### src/hdl/memSysPkg.sv
package memSysPkg;

   // Data word and byte address
   typedef logic [15:0] wordT;
   typedef logic [15:0] addrT;

   // ##################################################
   // Address split and line geometry
   // ##################################################

   // Tag | index | byte offset
   localparam int tagW    = 5;
   localparam int indexW  = 8;
   localparam int offsetW = 3;

   // Word select within a line, also the bank select
   localparam int wordSelW = offsetW - 1;
   localparam int numBanks = 2 ** wordSelW;

   // Word address seen by the banks
   localparam int wordAddrW = tagW + indexW + wordSelW;

   // One tag-array entry
   typedef struct packed {
      logic            valid;
      logic            dirty;
      logic [tagW-1:0] tag;
   } tagEntryT;

   // One request toward the banks
   typedef struct packed {
      logic                 rd;
      logic                 wr;
      logic [wordAddrW-1:0] addr;
      wordT                 wData;
   } memReqT;

   // Controller states
   typedef enum logic [3:0] {
      IDLE,
      COMP,
      EVICT_ISSUE,
      EVICT_WAIT,
      FILL_ISSUE,
      FILL_WAIT,
      FILL_WRITE,
      RETRY,
      DONE_ST
   } ctrlStateT;

endpackage

### src/hdl/cacheCtrl.sv
`timescale 1ns/10ps

module cacheCtrl (
   input  logic                          clk,
   input  logic                          rst,
   input  memSysPkg::addrT               Addr,
   input  memSysPkg::wordT               DataIn,
   input  logic                          Rd,
   input  logic                          Wr,
   output logic                          cacheEnable,
   output logic                          cacheCompare,
   output logic                          cacheWrite,
   output logic [memSysPkg::indexW-1:0]  cacheIndex,
   output logic [memSysPkg::offsetW-1:0] cacheOffset,
   output logic [memSysPkg::tagW-1:0]    cacheTagIn,
   output memSysPkg::wordT               cacheDataIn,
   output logic                          cacheSetDirty,
   input  logic                          cacheHit,
   input  logic                          cacheDirty,
   input  logic                          cacheValid,
   input  logic [memSysPkg::tagW-1:0]    cacheTagOut,
   input  memSysPkg::wordT               cacheDataOut,
   output memSysPkg::memReqT             memReq,
   input  memSysPkg::wordT               memRdData,
   input  logic                          memRdValid,
   input  logic                          memStall,
   output memSysPkg::wordT               DataOut,
   output logic                          Done,
   output logic                          Stall,
   output logic                          cacheHitOut,
   output logic                          err
);
   import memSysPkg::*;

   ctrlStateT           state;
   ctrlStateT           nextState;
   addrT                reqAddr;
   addrT                curAddr;
   wordT                reqData;
   wordT                dataQ;
   logic                reqWr;
   logic                hitQ;
   logic                errQ;
   logic                accept;
   logic                badReq;
   logic [wordSelW-1:0] issueCnt;
   logic [wordSelW-1:0] retCnt;

   // New request only while idle
   assign accept = (state == IDLE) && (Rd || Wr);
   // Odd address or both strobes
   assign badReq = Addr[0] || (Rd && Wr);

   // ##################################################
   // Next state
   // ##################################################
   always_comb begin
      nextState = state;
      case (state)
         IDLE: begin
            if (accept) begin
               nextState = badReq ? DONE_ST : COMP;
            end
         end
         COMP: begin
            if (cacheHit) begin
               nextState = DONE_ST;
            end else if (cacheValid && cacheDirty) begin
               nextState = EVICT_ISSUE;
            end else begin
               nextState = FILL_ISSUE;
            end
         end
         EVICT_ISSUE: begin
            if (issueCnt == '1) begin
               nextState = EVICT_WAIT;
            end
         end
         EVICT_WAIT:  nextState = FILL_ISSUE;
         FILL_ISSUE: begin
            if (issueCnt == '1) begin
               nextState = FILL_WAIT;
            end
         end
         FILL_WAIT: begin
            // Last refill word arriving
            if (memRdValid && retCnt == '1) begin
               nextState = FILL_WRITE;
            end
         end
         FILL_WRITE:  nextState = RETRY;
         RETRY:       nextState = DONE_ST;
         DONE_ST:     nextState = IDLE;
         default:     nextState = IDLE;
      endcase
   end

   // ##################################################
   // Cache and bank drive
   // ##################################################

   // Raw address while idle, latched one after
   assign curAddr    = (state == IDLE) ? Addr : reqAddr;
   assign cacheIndex = curAddr[offsetW +: indexW];
   assign cacheTagIn = curAddr[offsetW+indexW +: tagW];

   always_comb begin
      cacheEnable   = 1'b0;
      cacheCompare  = 1'b0;
      cacheWrite    = 1'b0;
      cacheSetDirty = 1'b0;
      cacheOffset   = curAddr[offsetW-1:0];
      cacheDataIn   = reqData;
      memReq        = '0;
      case (state)
         IDLE: begin
            // Tag and word read for next cycle's compare
            cacheEnable  = Rd || Wr;
            cacheCompare = 1'b1;
         end
         COMP, RETRY: begin
            cacheEnable   = 1'b1;
            cacheCompare  = 1'b1;
            cacheWrite    = reqWr && cacheHit;
            cacheSetDirty = reqWr;
         end
         EVICT_ISSUE, EVICT_WAIT: begin
            // Read word issueCnt
            cacheEnable = (state == EVICT_ISSUE);
            cacheOffset = {issueCnt, 1'b0};
            // Write back the word read last cycle
            memReq.wr    = (state == EVICT_WAIT) || (issueCnt != '0);
            memReq.addr  = {cacheTagOut, reqAddr[offsetW +: indexW], retCnt};
            memReq.wData = cacheDataOut;
         end
         FILL_ISSUE, FILL_WAIT: begin
            if (state == FILL_ISSUE) begin
               memReq.rd   = 1'b1;
               memReq.addr = {reqAddr[offsetW+indexW +: tagW],
                              reqAddr[offsetW +: indexW], issueCnt};
            end
            // Each returning word goes straight into the line
            if (memRdValid) begin
               cacheEnable = 1'b1;
               cacheWrite  = 1'b1;
               cacheOffset = {retCnt, 1'b0};
               cacheDataIn = memRdData;
            end
         end
         FILL_WRITE: begin
            // Re-read the refilled line for the retry
            cacheEnable = 1'b1;
         end
         default: begin
         end
      endcase
   end

   // ##################################################
   // State, counters and reply
   // ##################################################
   always_ff @(posedge clk) begin
      if (rst) begin
         state    <= IDLE;
         issueCnt <= '0;
         retCnt   <= '0;
         reqWr    <= 1'b0;
         hitQ     <= 1'b0;
         errQ     <= 1'b0;
      end else begin
         state <= nextState;
         if (accept) begin
            reqWr <= Wr;
            hitQ  <= 1'b0;
            errQ  <= badReq;
         end
         // First compare decides the reported hit
         if (state == COMP) begin
            hitQ     <= cacheHit;
            issueCnt <= '0;
            retCnt   <= '0;
         end
         if (state == EVICT_ISSUE || state == FILL_ISSUE) begin
            issueCnt <= issueCnt + 1'b1;
         end
         // Bank writes back or refill words landed
         if (memReq.wr || (cacheWrite && !cacheCompare)) begin
            retCnt <= retCnt + 1'b1;
         end
      end
   end

   always_ff @(posedge clk) begin
      if (accept) begin
         reqAddr <= Addr;
         reqData <= DataIn;
      end
      if (state == COMP || state == RETRY) begin
         dataQ <= cacheDataOut;
      end
   end

   assign Done        = (state == DONE_ST);
   assign Stall       = (state != IDLE);
   assign DataOut     = dataQ;
   assign cacheHitOut = Done && hitQ;
   assign err         = Done && errQ;

   donePulse: assert property (@(posedge clk) disable iff (rst)
      Done |=> !Done);

   stallReleased: assert property (@(posedge clk) disable iff (rst)
      Done |=> !Stall);

   noIssueOnStall: assert property (@(posedge clk) disable iff (rst)
      (memReq.rd || memReq.wr) |-> !memStall);

endmodule

### config.mk
export PLATFORM = sky130hd
export DESIGN_NAME = cacheCtrl
export DESIGN_NICKNAME = d
export VERILOG_FILES = /design/src/hdl/memSysPkg.sv /design/src/hdl/cacheCtrl.sv
export SDC_FILE = /design/constraint.sdc
export NUM_CORES = 1
export LEC_CHECK = 0
export ABC_AREA = 0
export ABC_CLOCK_PERIOD_IN_PS = 7320
export BUFFER_PORTS_ARGS = -buffer_cell sky130_fd_sc_hd__buf_4
export CORE_MARGIN = 3
export CORE_UTILIZATION = 47
export CTS_CLUSTER_DIAMETER = 50
export DETAILED_ROUTE_END_ITERATION = 12
export PLACE_DENSITY = 0.95
export RECOVER_POWER = 50
export SYNTH_ARGS = -nofsm -noshare
export SYNTH_HDL_FRONTEND = slang
export SYNTH_SLANG_ARGS = --single-unit
### constraint.sdc
create_clock -name clk -period 7.32 [get_ports clk]
set_input_delay 1.464 -clock clk [delete_from_list [all_inputs] [get_ports clk]]
set_output_delay 1.464 -clock clk [all_outputs]
set_load 0.02 [all_outputs]
==> impl_summary.txt <==
----------------------------------------------------
[Routing]
  Drt via density ... 5.15
  Starting DRT DRC Count ... 166
  Total via count in the routed design ... 2497
  Final routed wirelength across all metal layers ... 7660 um
  Post-detailed-route count of antenna-violating nets ... 0
  Detailed Routing Iterations Pass 1 ... 4
  Drt wl/cell ... 15.8 um
  DR DRC count ... 0

[Die]
  Chip height ... 83.5 um
  Area of the core ... between 5000 and 6000 um^2
  Die area ... 6970 um^2
  I/O pin count ... roughly 170
  Horizontal die dimension ... 83.5 um
  FP Rows ... 27
  Initial standard-cell utilization of the core ... 50.0%

[STA]
  Unrepaired setup endpoints after global routing ... false
  Slew HR ... 25.8%
  Time the final worst path needs with I/O delays and setup ... 5240 ps
  PnR worst setup slack ... 2080 ps
  Tightest hold margin ... 518 ps
  Final setup violation count ... 0
  Final Max Tran Viols ... 0
  Final count of hold timing violations ... 0
  Final worst-path cycle share ... around 70%
  Clock Skews ... 4.97 ps
  Final TNS setup ... 0 ps
  Transition time at the pin with the least slew margin ... between 1000 and 1500 ps
  Upper clock frequency limit ... 191 MHz

[Setup path]
  Number of gates on the worst path with buffers counted ... 6
  Worst path slowest cell ... sky130_fd_sc_hd__clkbuf_1
  Top fanout value on the critical path ... 22
  CP arrival ... ~3800 ps
  Category of the worst setup path launch point ... input port
  Depth of the most critical reg-to-reg path ... 5
  Source of the worst register-to-register timing path ... state[2]
  Reg-to-reg slack, setup ... 4060 ps
  Start-to-end type of the worst setup path ... input port to primary output
  Endpoint class of the critical path ... primary output
  CP Cell Sequence ... buf_4 -> nor4bb_1 -> clkbuf_1 -> nor3_1 -> a221o_1 -> buf_4
  Highest cell delay on the worst timing path ... between 800 and 900 ps
  Kind of cell adding the most delay to the critical path ... buffers and inverters
  Capture point of the worst reg-to-reg path ... errQ
  Required time at the worst-slack endpoint ... just under 6000 ps
  Buffer and inverter count on the worst path ... 3
  Worst path most repeated cell ... sky130_fd_sc_hd__buf_4

[Placed design]
  Setup slack after placement ... 2900 ps
  Port-buffer cells ... 165
  Total cell area at the placement stage ... 4110 um^2
  Gp weighted congestion ... 0.920
  Placed wire-length estimate after detailed placement ... 6010 um

[CTS]
  Clock buffer depth ... 2
  Cts repair resizes ... 0
  Count of hold-fix buffers inserted at cts ... 0
  Clock buffer count from CTS ... 9
  Clk sink count ... 59
  CTS tree ... done
  Post-CTS setup buffers ... 0
  CTS HTree Levels ... 3
  Insertion delay to the later sink of the worst-skew pair ... about 310 ps
  Clock slew at the register clock pins of the worst setup and hold paths ... 60 ps
  Root Buffer ... sky130_fd_sc_hd__clkbuf_8

[Synth]
  Average cell area after synthesis ... 11.5 um^2
  Total of flip-flops plus latches after synthesis ... 59
  Post-synth EDFFs ... 48
  Unique cell type count in the Yosys netlist ... 43
  Post-synthesis cell area ... about 2800 um^2
  YS warnings ... 0
  Register area share after synthesis ... 58.9%
  Most used flip-flop cell after synthesis ... sky130_fd_sc_hd__edfxtp_1
  Synthesized instance count ... 245
  Async SR Flop Fraction ... 0%
  Synthesized net count ... 326

[Layout]
  Most frequent cells in the layout ... 96 x sky130_fd_sc_hd__buf_4, 48 x sky130_fd_sc_hd__edfxtp_1, 46 x sky130_fd_sc_hd__nand2_1, 42 x sky130_fd_sc_hd__clkbuf_4, 31 x sky130_fd_sc_hd__clkbuf_1
  Utilization after layout ... 73.5%
  Area added between synthesis and finish ... 47.0%
  Final instance area ... 4150 um^2
  Fraction of final layout cells sized beyond drive strength 1 ... 42.9%
  Most common cell after layout, fill and taps aside ... sky130_fd_sc_hd__buf_4
  Antenna Cells ... 0
  Total of fill cells in the finished design ... 399
  Net total in the final layout ... 489

[Hold path]
  Critical hold path startpoint ... retCnt[1]
  Number of cells on the worst hold path ... 2
  Worst Hold Endpoint ... retCnt[1]
  Type of the worst min-delay path ... register to register

[Global route]
  Total gr overflow ... 0
  Wire length of the first global-routing pass ... 12200 um
  Global-route usage over all layers ... 21.8%
  Number of global-route vias before repair ... 2555
  Number of antenna violations at the first check in global routing ... 0
  Maximum number of pins on one net before global-route repair ... 36

[Run status]
  Run status ... finished clean

[Pwr]
  Peak supply drop ... between 0.0001 and 0.00015 V
  Static Leak ... 1.83 nW
  Total power per unit cell area ... between 200 and 250 nW/um^2

[Job]
  Reported max-cap violation count ... 0

----------------------------------------------------
-- Yosys cell counts (all sizes together), types with 2 or more instances --
library cell	n	area, um^2
or2	2	12.5
nand2	46	173
a22oi	2	15.0
o22ai	2	12.5
dfxtp	11	220
ha	3	37.5
a21oi	7	35.0
a221o	2	20.0
o21ai	2	10.0
mux2	17	191
nor2	13	51.3
nor2b	8	50.1
and3	3	18.8
nand3	6	30.0
edfxtp	48	1440
inv	5	18.8
buf	10	65.1
clkbuf	6	22.5
nor3	6	30.0
a22o	7	61.3
mux2i	3	30.0
and2	19	119
-- stage by stage --
step | power (W) | std cells
after floorplan | 0.000575 | 245
after global placement | 0.000694 | 469
after detailed placement | 0.000701 | 469
after CTS | 0.000938 | 485
after global routing | 0.000973 | 485
final | 0.000922 | 485
-- worst reg2reg max path: stages, from the launching register on --
cell and delay (ps):
sky130_fd_sc_hd__dfxtp_1 450, sky130_fd_sc_hd__nor4_4 860, sky130_fd_sc_hd__inv_1 620, sky130_fd_sc_hd__nor2_4 920
sky130_fd_sc_hd__o32ai_1 230, sky130_fd_sc_hd__nor2_1 120
-- worst max path at each step --
stage,start,to,slack [ps]
after floorplan,Wr,cacheEnable,3180
after global placement,state[2],cacheEnable,2920
after detailed placement,state[2],cacheEnable,2900
after CTS,state[2],cacheEnable,2550
after global routing,memRdValid,cacheOffset[2],1920
final,memRdValid,cacheOffset[1],2080
-- layer usage --
layer / track usage, % / up-vias / part of all wire, %
met5: 0 / - / 0
met4: 7.46 / 0 / 1.4
met3: 6.91 / 10 / 10
met2: 38.3 / 136 / 51
met1: 25.2 / 1140 / 38
li1: - / 1211 / -
-- final cells by class --
type	count	area, um^2	area share, %
Sequential cell	59	1660	40.1
Timing Repair Buffer	168	1150	27.7
Inverter	5	18.8	0.453
Clock inverter	6	32.5	0.785
Tap cell	72	90.1	2.17
Clock buffer	10	128	3.08
Multi-Input combinational cell	165	1070	25.7
-- power breakdown --
| group | internal, W | leakage [nW] | total [W] | switching [W] |
|---|---|---|---|---|
| logic | 0.000109 | 1.20 | 0.000258 | 0.000149 |
| registers | 0.000407 | 0.551 | 0.000424 | 0.0000174 |
| clock network | 0.000120 | 0.0856 | 0.000241 | 0.000121 |
| total | 0.000636 | 1.83 | 0.000922 | 0.000287 |
-- state kept, by name (all words and copies together) (netlist names), 2 cells and up --
signal / flops
DataOut: 16
issueCnt: 2
reqAddr: 16
reqData: 16
retCnt: 2
state: 4
-- cell families (layout without fill, tap and decap cells) --
group,after synthesis,after routing,synth area share [%]
mux,20,20,7.85
buf+inv,21,189,3.77
compound gates,30,30,7.94
flops,59,59,58.9
xor+xnor,2,2,0.621
simple gates,110,110,19.6
fa+ha+maj,3,3,1.33
Note: power is estimated with default switching activity, not from simulation.
